**src/fb_pkg.sv**
```systemverilog
package fb_pkg;

    // ------------------------------------------------------------
    // Instruction and side-band widths
    // ------------------------------------------------------------

    localparam int XLEN   = 32;               // Instruction and pc width
    localparam int PRE_W  = 64;               // Branch prediction word
    localparam int PLV_W  = 2;                // Privilege level
    localparam int EXCP_W = 16;               // Exception argument

    // ------------------------------------------------------------
    // Bank organisation
    // ------------------------------------------------------------

    // Instructions alternate between the banks in program order,
    // so the oldest entry is always at the head of one of them
    localparam int NUM_BANKS  = 2;
    localparam int BANK_DEPTH = 8;            // 16 entries in total

    localparam int BANK_PTR_W = 3;            // Indexes BANK_DEPTH entries
    localparam int BANK_CNT_W = 4;            // Holds 0 to BANK_DEPTH

    // ------------------------------------------------------------
    // Derived values
    // ------------------------------------------------------------

    localparam int FETCH_W = 2 * XLEN;        // Two instructions per delivery
    localparam int INSN_BYTES = 4;            // Step to the second pc

endpackage
```
**src/fetch_buffer.sv**
```systemverilog
`timescale 1ns/1ps

module fetch_buffer import fb_pkg::*;
(
    input  logic                clk,
    input  logic                rstn,
    input  logic                flush,
    input  logic                stall,
    input  logic                icache_valid,
    input  logic                flag,
    input  logic [XLEN-1:0]     pc,
    input  logic [XLEN-1:0]     npc,
    input  logic [FETCH_W-1:0]  irin,
    input  logic [PRE_W-1:0]    pre,
    input  logic [PLV_W-1:0]    plv,
    input  logic [EXCP_W-1:0]   excp_arg,
    input  logic                if0,
    input  logic                if1,
    output logic [XLEN-1:0]     ir0,
    output logic [XLEN-1:0]     ir1,
    output logic [XLEN-1:0]     pc0,
    output logic [XLEN-1:0]     pc1,
    output logic [XLEN-1:0]     npc0,
    output logic [XLEN-1:0]     npc1,
    output logic [PRE_W-1:0]    pre0,
    output logic [PRE_W-1:0]    pre1,
    output logic [PLV_W-1:0]    plv0,
    output logic [PLV_W-1:0]    plv1,
    output logic [EXCP_W-1:0]   excp_arg0,
    output logic [EXCP_W-1:0]   excp_arg1,
    output logic                valid0,
    output logic                valid1,
    output logic                stall_fetch_buffer
);

    // Splitter to banks
    logic [NUM_BANKS-1:0]                  bank_push;
    logic [NUM_BANKS-1:0][XLEN-1:0]        bank_ir;
    logic [NUM_BANKS-1:0][XLEN-1:0]        bank_pc;
    logic [NUM_BANKS-1:0][XLEN-1:0]        bank_npc;
    logic [NUM_BANKS-1:0][PRE_W-1:0]       bank_pre;
    logic [NUM_BANKS-1:0][PLV_W-1:0]       bank_plv;
    logic [NUM_BANKS-1:0][EXCP_W-1:0]      bank_excp_arg;

    // Banks to merger and splitter
    logic [NUM_BANKS-1:0][XLEN-1:0]        bank_head_ir;
    logic [NUM_BANKS-1:0][XLEN-1:0]        bank_head_pc;
    logic [NUM_BANKS-1:0][XLEN-1:0]        bank_head_npc;
    logic [NUM_BANKS-1:0][PRE_W-1:0]       bank_head_pre;
    logic [NUM_BANKS-1:0][PLV_W-1:0]       bank_head_plv;
    logic [NUM_BANKS-1:0][EXCP_W-1:0]      bank_head_excp_arg;
    logic [NUM_BANKS-1:0]                  bank_empty;
    logic [NUM_BANKS-1:0][BANK_CNT_W-1:0]  bank_count;
    logic [NUM_BANKS-1:0]                  bank_pop;

    fetch_packet_splitter i_splitter
    (
        .clk                (clk),
        .rstn               (rstn),
        .stall              (stall),
        .flush              (flush),
        .icache_valid       (icache_valid),
        .flag               (flag),
        .pc                 (pc),
        .npc                (npc),
        .irin               (irin),
        .pre                (pre),
        .plv                (plv),
        .excp_arg           (excp_arg),
        .bank_count         (bank_count),
        .bank_push          (bank_push),
        .bank_ir            (bank_ir),
        .bank_pc            (bank_pc),
        .bank_npc           (bank_npc),
        .bank_pre           (bank_pre),
        .bank_plv           (bank_plv),
        .bank_excp_arg      (bank_excp_arg),
        .stall_fetch_buffer (stall_fetch_buffer)
    );

    // ------------------------------------------------------------
    // Instruction banks
    // ------------------------------------------------------------

    for (genvar b = 0; b < NUM_BANKS; b++)
    begin : g_bank
        fetch_bank i_bank
        (
            .clk           (clk),
            .rstn          (rstn),
            .flush         (flush),
            .stall         (stall),
            .push          (bank_push[b]),
            .pop           (bank_pop[b]),
            .ir            (bank_ir[b]),
            .pc            (bank_pc[b]),
            .npc           (bank_npc[b]),
            .pre           (bank_pre[b]),
            .plv           (bank_plv[b]),
            .excp_arg      (bank_excp_arg[b]),
            .head_ir       (bank_head_ir[b]),
            .head_pc       (bank_head_pc[b]),
            .head_npc      (bank_head_npc[b]),
            .head_pre      (bank_head_pre[b]),
            .head_plv      (bank_head_plv[b]),
            .head_excp_arg (bank_head_excp_arg[b]),
            .empty         (bank_empty[b]),
            .count         (bank_count[b])
        );
    end

    issue_merger i_merger
    (
        .clk                (clk),
        .rstn               (rstn),
        .stall              (stall),
        .flush              (flush),
        .if0                (if0),
        .if1                (if1),
        .bank_head_ir       (bank_head_ir),
        .bank_head_pc       (bank_head_pc),
        .bank_head_npc      (bank_head_npc),
        .bank_head_pre      (bank_head_pre),
        .bank_head_plv      (bank_head_plv),
        .bank_head_excp_arg (bank_head_excp_arg),
        .bank_empty         (bank_empty),
        .bank_pop           (bank_pop),
        .ir0                (ir0),
        .ir1                (ir1),
        .pc0                (pc0),
        .pc1                (pc1),
        .npc0               (npc0),
        .npc1               (npc1),
        .pre0               (pre0),
        .pre1               (pre1),
        .plv0               (plv0),
        .plv1               (plv1),
        .excp_arg0          (excp_arg0),
        .excp_arg1          (excp_arg1),
        .valid0             (valid0),
        .valid1             (valid1)
    );

endmodule

```
**src/issue_merger.sv**
```systemverilog
`timescale 1ns/1ps

module issue_merger import fb_pkg::*;
(
    input  logic                              clk,
    input  logic                              rstn,
    input  logic                              stall,
    input  logic                              flush,
    input  logic                              if0,
    input  logic                              if1,
    input  logic [NUM_BANKS-1:0][XLEN-1:0]    bank_head_ir,
    input  logic [NUM_BANKS-1:0][XLEN-1:0]    bank_head_pc,
    input  logic [NUM_BANKS-1:0][XLEN-1:0]    bank_head_npc,
    input  logic [NUM_BANKS-1:0][PRE_W-1:0]   bank_head_pre,
    input  logic [NUM_BANKS-1:0][PLV_W-1:0]   bank_head_plv,
    input  logic [NUM_BANKS-1:0][EXCP_W-1:0]  bank_head_excp_arg,
    input  logic [NUM_BANKS-1:0]              bank_empty,
    output logic [NUM_BANKS-1:0]              bank_pop,
    output logic [XLEN-1:0]                   ir0,
    output logic [XLEN-1:0]                   ir1,
    output logic [XLEN-1:0]                   pc0,
    output logic [XLEN-1:0]                   pc1,
    output logic [XLEN-1:0]                   npc0,
    output logic [XLEN-1:0]                   npc1,
    output logic [PRE_W-1:0]                  pre0,
    output logic [PRE_W-1:0]                  pre1,
    output logic [PLV_W-1:0]                  plv0,
    output logic [PLV_W-1:0]                  plv1,
    output logic [EXCP_W-1:0]                 excp_arg0,
    output logic [EXCP_W-1:0]                 excp_arg1,
    output logic                              valid0,
    output logic                              valid1
);

    logic rd_sel;                             // Bank holding the oldest entry
    logic other_sel;
    logic take0;
    logic take1;

    assign other_sel = ~rd_sel;

    // ------------------------------------------------------------
    // Slot selection
    // ------------------------------------------------------------

    assign valid0 = ~bank_empty[rd_sel];
    assign valid1 = valid0 & ~bank_empty[other_sel];

    assign ir0       = bank_head_ir[rd_sel];
    assign ir1       = bank_head_ir[other_sel];
    assign pc0       = bank_head_pc[rd_sel];
    assign pc1       = bank_head_pc[other_sel];
    assign npc0      = bank_head_npc[rd_sel];
    assign npc1      = bank_head_npc[other_sel];
    assign pre0      = bank_head_pre[rd_sel];
    assign pre1      = bank_head_pre[other_sel];
    assign plv0      = bank_head_plv[rd_sel];
    assign plv1      = bank_head_plv[other_sel];
    assign excp_arg0 = bank_head_excp_arg[rd_sel];
    assign excp_arg1 = bank_head_excp_arg[other_sel];

    // ------------------------------------------------------------
    // Takes and pops
    // ------------------------------------------------------------

    assign take0 = valid0 & if0 & ~stall & ~flush;
    assign take1 = take0 & valid1 & if1;

    always_comb
    begin
        for (int b = 0; b < NUM_BANKS; b++)
            bank_pop[b] = (1'(b) == rd_sel) ? take0 : take1;
    end

    always_ff @(posedge clk or negedge rstn)
    begin
        if (!rstn)
            rd_sel <= 1'b0;
        else if (flush)
            rd_sel <= 1'b0;
        else if (take0 && !take1)
            rd_sel <= other_sel;              // Oldest moves to other bank
    end

endmodule

```
**src/fetch_bank.sv**
```systemverilog
`timescale 1ns/1ps

module fetch_bank import fb_pkg::*;
(
    input  logic                   clk,
    input  logic                   rstn,
    input  logic                   flush,
    input  logic                   stall,
    input  logic                   push,
    input  logic                   pop,
    input  logic [XLEN-1:0]        ir,
    input  logic [XLEN-1:0]        pc,
    input  logic [XLEN-1:0]        npc,
    input  logic [PRE_W-1:0]       pre,
    input  logic [PLV_W-1:0]       plv,
    input  logic [EXCP_W-1:0]      excp_arg,
    output logic [XLEN-1:0]        head_ir,
    output logic [XLEN-1:0]        head_pc,
    output logic [XLEN-1:0]        head_npc,
    output logic [PRE_W-1:0]       head_pre,
    output logic [PLV_W-1:0]       head_plv,
    output logic [EXCP_W-1:0]      head_excp_arg,
    output logic                   empty,
    output logic [BANK_CNT_W-1:0]  count
);

    logic [XLEN-1:0]   mem_ir   [BANK_DEPTH];
    logic [XLEN-1:0]   mem_pc   [BANK_DEPTH];
    logic [XLEN-1:0]   mem_npc  [BANK_DEPTH];
    logic [PRE_W-1:0]  mem_pre  [BANK_DEPTH];
    logic [PLV_W-1:0]  mem_plv  [BANK_DEPTH];
    logic [EXCP_W-1:0] mem_excp [BANK_DEPTH];

    logic [BANK_PTR_W-1:0] wr_ptr;
    logic [BANK_PTR_W-1:0] rd_ptr;
    logic                  do_push;
    logic                  do_pop;

    assign do_push = push & ~stall & ~flush;
    assign do_pop  = pop & ~stall & ~flush;

    always_ff @(posedge clk)
    begin
        if (do_push)
        begin
            mem_ir[wr_ptr]   <= ir;
            mem_pc[wr_ptr]   <= pc;
            mem_npc[wr_ptr]  <= npc;
            mem_pre[wr_ptr]  <= pre;
            mem_plv[wr_ptr]  <= plv;
            mem_excp[wr_ptr] <= excp_arg;
        end
    end

    // Pointers wrap at BANK_DEPTH by their width
    always_ff @(posedge clk or negedge rstn)
    begin
        if (!rstn)
        begin
            wr_ptr <= '0;
            rd_ptr <= '0;
            count  <= '0;
        end
        else if (flush)
        begin
            wr_ptr <= '0;
            rd_ptr <= '0;
            count  <= '0;
        end
        else
        begin
            if (do_push)
                wr_ptr <= wr_ptr + BANK_PTR_W'(1);
            if (do_pop)
                rd_ptr <= rd_ptr + BANK_PTR_W'(1);
            if (do_push && !do_pop)
                count <= count + BANK_CNT_W'(1);
            else if (do_pop && !do_push)
                count <= count - BANK_CNT_W'(1);
        end
    end

    assign head_ir       = mem_ir[rd_ptr];
    assign head_pc       = mem_pc[rd_ptr];
    assign head_npc      = mem_npc[rd_ptr];
    assign head_pre      = mem_pre[rd_ptr];
    assign head_plv      = mem_plv[rd_ptr];
    assign head_excp_arg = mem_excp[rd_ptr];
    assign empty         = (count == '0);

endmodule

```
**src/fetch_packet_splitter.sv**
```systemverilog
`timescale 1ns/1ps

module fetch_packet_splitter import fb_pkg::*;
(
    input  logic                                  clk,
    input  logic                                  rstn,
    input  logic                                  stall,
    input  logic                                  flush,
    input  logic                                  icache_valid,
    input  logic                                  flag,
    input  logic [XLEN-1:0]                       pc,
    input  logic [XLEN-1:0]                       npc,
    input  logic [FETCH_W-1:0]                    irin,
    input  logic [PRE_W-1:0]                      pre,
    input  logic [PLV_W-1:0]                      plv,
    input  logic [EXCP_W-1:0]                     excp_arg,
    input  logic [NUM_BANKS-1:0][BANK_CNT_W-1:0]  bank_count,
    output logic [NUM_BANKS-1:0]                  bank_push,
    output logic [NUM_BANKS-1:0][XLEN-1:0]        bank_ir,
    output logic [NUM_BANKS-1:0][XLEN-1:0]        bank_pc,
    output logic [NUM_BANKS-1:0][XLEN-1:0]        bank_npc,
    output logic [NUM_BANKS-1:0][PRE_W-1:0]       bank_pre,
    output logic [NUM_BANKS-1:0][PLV_W-1:0]       bank_plv,
    output logic [NUM_BANKS-1:0][EXCP_W-1:0]      bank_excp_arg,
    output logic                                  stall_fetch_buffer
);

    logic wr_sel;                             // Bank for next older insn
    logic accept;

    assign accept = icache_valid & ~stall & ~flush;

    // ------------------------------------------------------------
    // Fan-out of one delivery over the banks
    // ------------------------------------------------------------

    always_comb
    begin
        for (int b = 0; b < NUM_BANKS; b++)
        begin
            if (1'(b) == wr_sel)
            begin
                bank_push[b]     = accept;    // Older, lower half
                bank_ir[b]       = irin[XLEN-1:0];
                bank_pc[b]       = pc;
                bank_excp_arg[b] = excp_arg;
            end
            else
            begin
                bank_push[b]     = accept & flag;
                bank_ir[b]       = irin[FETCH_W-1:XLEN];
                bank_pc[b]       = pc + XLEN'(INSN_BYTES);
                bank_excp_arg[b] = '0;
            end
            bank_npc[b] = npc;
            bank_pre[b] = pre;
            bank_plv[b] = plv;
        end
    end

    always_comb
    begin
        stall_fetch_buffer = 1'b0;
        for (int b = 0; b < NUM_BANKS; b++)
            stall_fetch_buffer |= (bank_count[b] == BANK_CNT_W'(BANK_DEPTH));
    end

    // A pair fills both banks, so the selection only moves on a single
    always_ff @(posedge clk or negedge rstn)
    begin
        if (!rstn)
            wr_sel <= 1'b0;
        else if (flush)
            wr_sel <= 1'b0;
        else if (accept && !flag)
            wr_sel <= ~wr_sel;
    end

endmodule

```
**config.mk**
```make
export PLATFORM = sky130hd
export DESIGN_NAME = fetch_buffer
export DESIGN_NICKNAME = d
export VERILOG_FILES = /design/src/fb_pkg.sv /design/src/fetch_buffer.sv /design/src/issue_merger.sv /design/src/fetch_bank.sv /design/src/fetch_packet_splitter.sv
export SDC_FILE = /design/constraint.sdc
export NUM_CORES = 2
export LEC_CHECK = 0
export ABC_AREA = 1
export ABC_CLOCK_PERIOD_IN_PS = 30800
export BUFFER_PORTS_ARGS = -buffer_cell sky130_fd_sc_hd__buf_2
export CORE_MARGIN = 5
export CORE_UTILIZATION = 39
export CTS_CLUSTER_SIZE = 25
export DETAILED_ROUTE_END_ITERATION = 12
export GPL_TIMING_DRIVEN = 1
export PLACE_DENSITY = 0.53
export SLEW_MARGIN = 20
export SYNTH_ARGS = -nofsm -noshare
export SYNTH_HDL_FRONTEND = slang
export SYNTH_SLANG_ARGS = --single-unit
export TNS_END_PERCENT = 30
```
**constraint.sdc**
```tcl
create_clock -name clk -period 30.8 [get_ports clk]
set_clock_uncertainty 0.2 [all_clocks]
set_input_delay 9.24 -clock clk [delete_from_list [all_inputs] [get_ports clk]]
set_output_delay 9.24 -clock clk [all_outputs]
set_load 0.1 [all_outputs]
```
# After elaboration in Yosys (flattened, before gate mapping)
# Memory sizes are Yosys's and may differ from the RTL's.
# Cells that the tools add are included.
[totals]
ff_bits = 22
ramBits = 2848
inputBits = 218
output_inout_bits = 359
elab_cells = 139
n_memories = 12
[mem_list]
columns = ["memory", "depth", "width", "read_ports", "rd_clocked_by_memory_dff", "wr", "line", "text"]
rows = [
  ["g_bank[0].i_bank.mem_pre", 8, 64, 1, 0, 1, "fetch_bank.sv:30", "logic [PRE_W-1:0] mem_pre [BANK_DEPTH];"],
  ["g_bank[1].i_bank.mem_pre", 8, 64, 1, 0, 1, "fetch_bank.sv:30", ""],
  ["g_bank[0].i_bank.mem_ir", 8, 32, 1, 0, 1, "fetch_bank.sv:27", "logic [XLEN-1:0] mem_ir [BANK_DEPTH];"],
  ["g_bank[0].i_bank.mem_npc", 8, 32, 1, 0, 1, "fetch_bank.sv:29", "logic [XLEN-1:0] mem_npc [BANK_DEPTH];"],
  ["g_bank[0].i_bank.mem_pc", 8, 32, 1, 0, 1, "fetch_bank.sv:28", "logic [XLEN-1:0] mem_pc [BANK_DEPTH];"],
  ["g_bank[1].i_bank.mem_ir", 8, 32, 1, 0, 1, "fetch_bank.sv:27", ""],
  ["+6 memories", "-", "-", "-", "-", "-", "-", ""],
]
[classes]
n_addsub = 9
order_cmp = 2
n_eq_ne = 2
muxes = 60
bitwise_logic = 24
reduce_logical = 22
[ops]
columns = ["cell", "n"]
rows = [
  ["2-to-1 mux 32 bit", 16],
  ["2-to-1 mux 64 bit", 4],
  ["2-to-1 mux 16 bit", 6],
  ["adder 32 x 3 -> 32 bit (second input constant)", 1],
  ["2-to-1 mux 3 bit", 8],
  ["2-to-1 mux 4 bit", 6],
  ["bitwise AND 1 bit", 17],
  ["2-to-1 mux 1 bit", 16],
  ["adder 3 x 1 -> 3 bit (second input constant)", 4],
  ["nonzero test 2 bit", 6],
  ["adder 4 x 1 -> 4 bit (second input constant)", 2],
  ["== test 4 bit (second input constant)", 2],
  ["zero test 4 bit", 2],
  ["2-to-1 mux 2 bit", 4],
  ["subtractor 4 x 1 -> 4 bit (second input constant)", 2],
  ["logical AND 1 bit", 6],
  ["zero test 1 bit", 6],
  ["NOT 1 bit", 6],
  ["nonzero test 3 bit", 2],
  ["less-than comparator 1 x 2 -> 1 bit (second input constant)", 2],
  ["bitwise OR 1 bit", 1],
]

# Depth between registers and ports, before layout
[logic_depth]
depth_word = 16
depth_mapped = 17
depth_no_buf = 17

# Hierarchy
# A second synthesis with hierarchy kept.
[hier_totals]
cells_unflattened = 10719
area_unflattened_um2 = 120594.4
[by_module_without_submodules]
columns = ["module", "n_inst", "cells_each", "area_per_inst_um2", "seq_area_each_um2"]
rows = [
  ["fetch_bank", 2, 4460, 56030.0, 43011.3],
  ["issue_merger", 1, 998, 4446.8, 25.0],
  ["fetch_packet_splitter", 1, 801, 4087.7, 25.0],
]

# Least setup slack after synthesis
# Ideal clock, no wire load.
[synth_timing]
kind = "input to register"
startpoint = "in flush"
endpoint = "mem g_bank[0].i_bank.mem_excp[6][0], enable pin"
setup_ns = 0.935
arrival_ns = 21.850
required_ns = 29.665
path_slack_ns = 7.815
cell_stages = 5
path_cell_list = "nor2_2 > nand2_1 > a21oi_2 > nand2_1 > nor3_1"
[synth_via]
elab_chain_len = 8
[synth_lines]
columns = ["item", "line", "text"]
rows = [
  ["from (decl)", "fetch_buffer.sv:7", "input logic flush,"],
  ["NOT 1 bit (*)", "fetch_bank.sv:39, fetch_packet_splitter.sv:31", ""],
  ["bitwise AND 1 bit", "fetch_packet_splitter.sv:31", "assign accept = icache_valid & ~stall & ~flush;"],
  ["bitwise AND 1 bit", "fetch_packet_splitter.sv:50", "bank_push[b] = accept & flag;"],
  ["2-to-1 mux 1 bit", "fetch_packet_splitter.sv:41", "if (1'(b) == wr_sel)"],
  ["bitwise AND 1 bit", "fetch_bank.sv:39", "assign do_push = push & ~stall & ~flush;"],
  ["bitwise AND 1 bit (*)", "fetch_bank.sv:39", ""],
  ["2-to-1 mux 1 bit (*)", "fetch_bank.sv:44", "if (do_push)"],
  ["2-to-1 mux 1 bit (not written as such) (*)", "fetch_bank.sv:51", "mem_excp[wr_ptr] <= excp_arg;"],
  ["to (decl)", "fetch_bank.sv:32", "logic [EXCP_W-1:0] mem_excp [BANK_DEPTH];"],
]
# Every way passes the cells marked *; elsewhere a longest branch is shown, timed or not.

# Worst setup path in the final report
[layout_timing]
startpoint = "reg g_bank[1].i_bank.rd_ptr[0]"
endpoint = "out excp_arg1[13]"
[layout_via]
elab_chain_len = 3
[layout_lines]
columns = ["item", "line", "text"]
rows = [
  ["from (decl)", "fetch_bank.sv:35", "logic [BANK_PTR_W-1:0] rd_ptr;"],
  ["from (signal assigned)", "fetch_bank.sv:75", "rd_ptr <= rd_ptr + BANK_PTR_W'(1);"],
  ["memory (8 x 16 bit)", "-", ""],
  ["2-to-1 mux 16 bit (not written as such) (2 in a row)", "issue_merger.sv:60", "assign excp_arg1 = bank_head_excp_arg[other_sel];"],
  ["to (decl)", "fetch_buffer.sv:30", "output logic [EXCP_W-1:0] excp_arg1,"],
]
# Every way passes these cells. The select of a mux whose other input is x is not followed.

==> impl_summary.log <==
[metrics] outcome: completed
[metrics] final count of pins violating max slew: 0
[metrics] # Post-CTS Setup Buffers: 0
[metrics] path type of the worst min-delay path: flip-flop to flip-flop
[metrics] Arr. time, crit path: 5.61 ns
[metrics] overall power of the completed layout: 9220 uW
[metrics] count of unique library cells instantiated by Yosys: 33
[metrics] number of buffers inserted by port buffering: 576
[metrics] CTS tree: yes
[metrics] placer congestion estimate: 0.839
[metrics] number of synthesized flops with an enable pin: 2,848
[metrics] H-Tree Level Count: 5
[metrics] Die Span X: 558 um
[metrics] critical path fanouts, max: 176
[metrics] parity-gate share of the synthesized area counting xor and xnor cells: 0.187%
[metrics] average wire per standard cell: 24.6 um
[metrics] endpoints failing setup: 0
[metrics] Mapped Nets: 9,982
[metrics] number of violations reported at the end of detailed-routing iteration 0: 6,923
[metrics] max-slew headroom at the worst pin: 17.2%
[metrics] placed insts: 13,765
[metrics] leakage power: 0.0468 uW
[metrics] largest net degree at the start of global routing: 222
[metrics] DRC violations left: 0
[metrics] grt total ovfl: 0
[metrics] core box area: 0.299 mm^2
[metrics] antenna violations before repair: 47
[metrics] effective utilization at floorplan: 39.1%
[metrics] number of global-route vias before repair: 75,285
[metrics] worst slack, placed: 16.53 ns
[metrics] endpoint kind of the worst setup timing path: output port
[metrics] worst slew pin tran: 1.24 ns
[metrics] minimum setup slack in the final design: 15.75 ns
[metrics] final number of hold-violating endpoints: 0
[metrics] TritonRoute pass-1 iters: 6
[metrics] synth-to-layout area growth: 13.6%
[metrics] total track usage: 22.0%
[metrics] fraction of the yosys area taken by sequential cells: 73.5%
[metrics] critical path class: flip-flop to output port
[metrics] arithmetic-cell share of the synthesized area counting full adders, half adders and majority gates: 0.130%
[metrics] PD cells: 69.3 mW/mm^2
[metrics] total of flip-flops plus latches after synthesis: 2,870
[metrics] unrepaired setup endpoints after global routing: false
[metrics] flip-flop cell with the highest count after synthesis: sky130_fd_sc_hd__edfxtp_1
[metrics] DP HPWL: 194 mm
[metrics] final non-filler cell area: 0.133 mm^2
[metrics] simple-gate share of the synthesized area: 10.5%
[metrics] Final period util: 48.9%
[metrics] CTS Root Cell: sky130_fd_sc_hd__clkbuf_16
[metrics] drt via density: 5.47
[metrics] Die Area: 0.311 mm^2
[metrics] Worst EP required: 21.36 ns
[metrics] total clock sinks: 2,870
[metrics] Die Height: 558 um
[metrics] maximum VDD drop: 62.6 uV
[metrics] yosys synthesis warning count: 0
[metrics] mean instance size in the synthesized netlist: 12.0 um^2
[metrics] post-layout minimum cycle time: 15.05 ns
[metrics] cell count after synthesis: 9,753
[metrics] row cnt: 201
[metrics] cts repair resizes: 0
[metrics] post-synth design cell area: 0.117 mm^2
[metrics] buffers from clock root to sink, at most: 4
[metrics] cell depth of the worst min-delay path: 2
[metrics] # nets final: 10,350
[metrics] DP Area: 0.123 mm^2
[metrics] setup total negative slack: 0 ns
[metrics] global-route wire length before repair: 511 mm
[metrics] clock edge transition at the registers on the reported setup and hold paths: 0.06 ns
[metrics] Worst Reg2Reg Path Length in Cells: 7
[metrics] count of vias placed by the detailed router: 78,494
[metrics] Post-synth ARST share: 0.767%
[metrics] proportion of synthesized area in mux cells: 0%
[metrics] clock latency at the later pin of the worst-skew pair: 0.90 ns
[metrics] count of hold-fix buffers inserted at cts: 0
[metrics] final antenna-violating net count: 0
[metrics] non-filler instance count after layout: 14,343
[metrics] Setup crit start kind: flip-flop
[metrics] Fmax: 66.4 MHz
[metrics] reported max-cap violation count: 0
[metrics] routed wire length: 353 mm
[metrics] complex-gate fraction of the synthesized area: 12.1%
[metrics] main combinational cell family by area after synthesis: compound AO/OA/AOI/OAI gates
[metrics] share of post-route cells with drive strength above 1: 11.4%
[metrics] total clock buffers created by CTS: 312
[metrics] Ports: 577
==> flip-flops by register name, summed over array words and instances, names as in the netlist <==
register,count
g_bank.i_bank.mem_pre,1024
g_bank.i_bank.mem_ir,512
g_bank.i_bank.mem_npc,512
g_bank.i_bank.mem_pc,512
g_bank.i_bank.mem_excp,256
g_bank.i_bank.mem_plv,32
g_bank.i_bank.count,8
g_bank.i_bank.rd_ptr,6
g_bank.i_bank.wr_ptr,6
i_merger.rd_sel,1
i_splitter.wr_sel,1
==> worst max-delay path, cell delays in order (launching register included) <==
cell                      delay, ns
sky130_fd_sc_hd__dfrtp_4       0.74
sky130_fd_sc_hd__inv_16        0.46
sky130_fd_sc_hd__buf_4         0.76
sky130_fd_sc_hd__buf_4         0.89
sky130_fd_sc_hd__o21ai_0       0.19
sky130_fd_sc_hd__o22ai_1       0.18
sky130_fd_sc_hd__nand2_1       0.07
sky130_fd_sc_hd__nand2_1       0.23
sky130_fd_sc_hd__inv_1         0.10
sky130_fd_sc_hd__o21ai_1       0.15
sky130_fd_sc_hd__buf_2         0.45
==> through the flow <==
| stage | hold slack, ns | util (%) |
|---|---|---|
| final | 0.340 | 44.4 |
| after CTS | 0.339 | 44.4 |
| after floorplan | 0.292 | - |
| after global routing | 0.379 | 44.4 |
| after detailed placement | 0.323 | 41.2 |
| after global placement | 0.326 | 41.2 |
==> final timing paths <==
kind	from	endpoint	slack, ns
hold reg to reg	g_bank[0].i_bank.count[0]	g_bank[0].i_bank.count[0]	0.34
setup reg to reg	i_splitter.wr_sel	g_bank[1].i_bank.mem_pc[4][26]	25.28
setup / recovery	g_bank[1].i_bank.rd_ptr[0]	excp_arg1[13]	15.75
hold / removal	g_bank[0].i_bank.count[0]	g_bank[0].i_bank.count[0]	0.34
min in group asynchronous	rstn	i_merger.rd_sel	8.14
max in group asynchronous	rstn	g_bank[0].i_bank.rd_ptr[0]	21.82
==> Yosys cell counts (all sizes together), types with 14 or more instances <==
master	instances	area share [%]
o21ai	1911	8.2
inv	305	0.98
nor2	1489	4.8
xor2	19	0.14
clkbuf	436	1.4
a21oi	14	0.092
nand3	32	0.15
buf	227	1.2
dfrtp	22	0.47
o22ai	713	3.8
nand2	1702	5.5
edfxtp	2848	73
==> report_power, final <==
part | switching [uW] | leakage, uW | internal, uW | total (uW)
logic | 1110 | 0.0161 | 196 | 1300
registers | 12.1 | 0.0260 | 4330 | 4350
clock network | 1530 | 0.00471 | 2040 | 3570
==> layer usage <==
metal | vias to the layer above | global-route usage, % | wire [um]
li1 | 35771 | - | -
met1 | 39399 | 30.7 | 154000
met2 | 2729 | 35.7 | 165000
met3 | 565 | 3.48 | 23700
met4 | 30 | 6.32 | 9750
met5 | - | 0 | 180
==> cell families after synthesis <==
| logic type | Yosys count |
|---|---|
| compound gates | 2638 |
| xor+xnor | 25 |
| fa+ha+maj | 11 |
| buf+inv | 969 |
| flops | 2870 |
| simple gates | 3240 |
==> cells in the final DEF, fill, tap and decap left out, drive strengths merged <==
master / netlist / final
clkbuf: 436 / 383
ha: 9 / 9
xor2: 19 / 19
fa: 2 / 2
clkinv: 1 / 132
nor2: 1489 / 1489
buf: 227 / 717
or2: 1 / 1
bufinv: 0 / 18
edfxtp: 2848 / 2848
dfrtp: 22 / 22
nand4: 5 / 5
o21ai: 1911 / 1911
clkinvlp: 0 / 6
diode: 0 / 28
xnor2: 6 / 6
a21oi: 14 / 14
nand2: 1702 / 1702
nor3: 11 / 11
inv: 305 / 317
nand3: 32 / 32
o22ai: 713 / 713
==> area by class of cell <==
type / count / area [um^2]
Antenna cell: 28 / 70.1
Clock inverter: 167 / 1530
Multi-Input combinational cell: 5914 / 26900
Tap cell: 3958 / 4950
Sequential cell: 2870 / 86100
Inverter: 306 / 1210
Timing Repair Buffer: 717 / 4100
Fill cell: 27403 / 166000
Clock buffer: 383 / 8160
No activity file was read; power rests on OpenSTA's default activity.
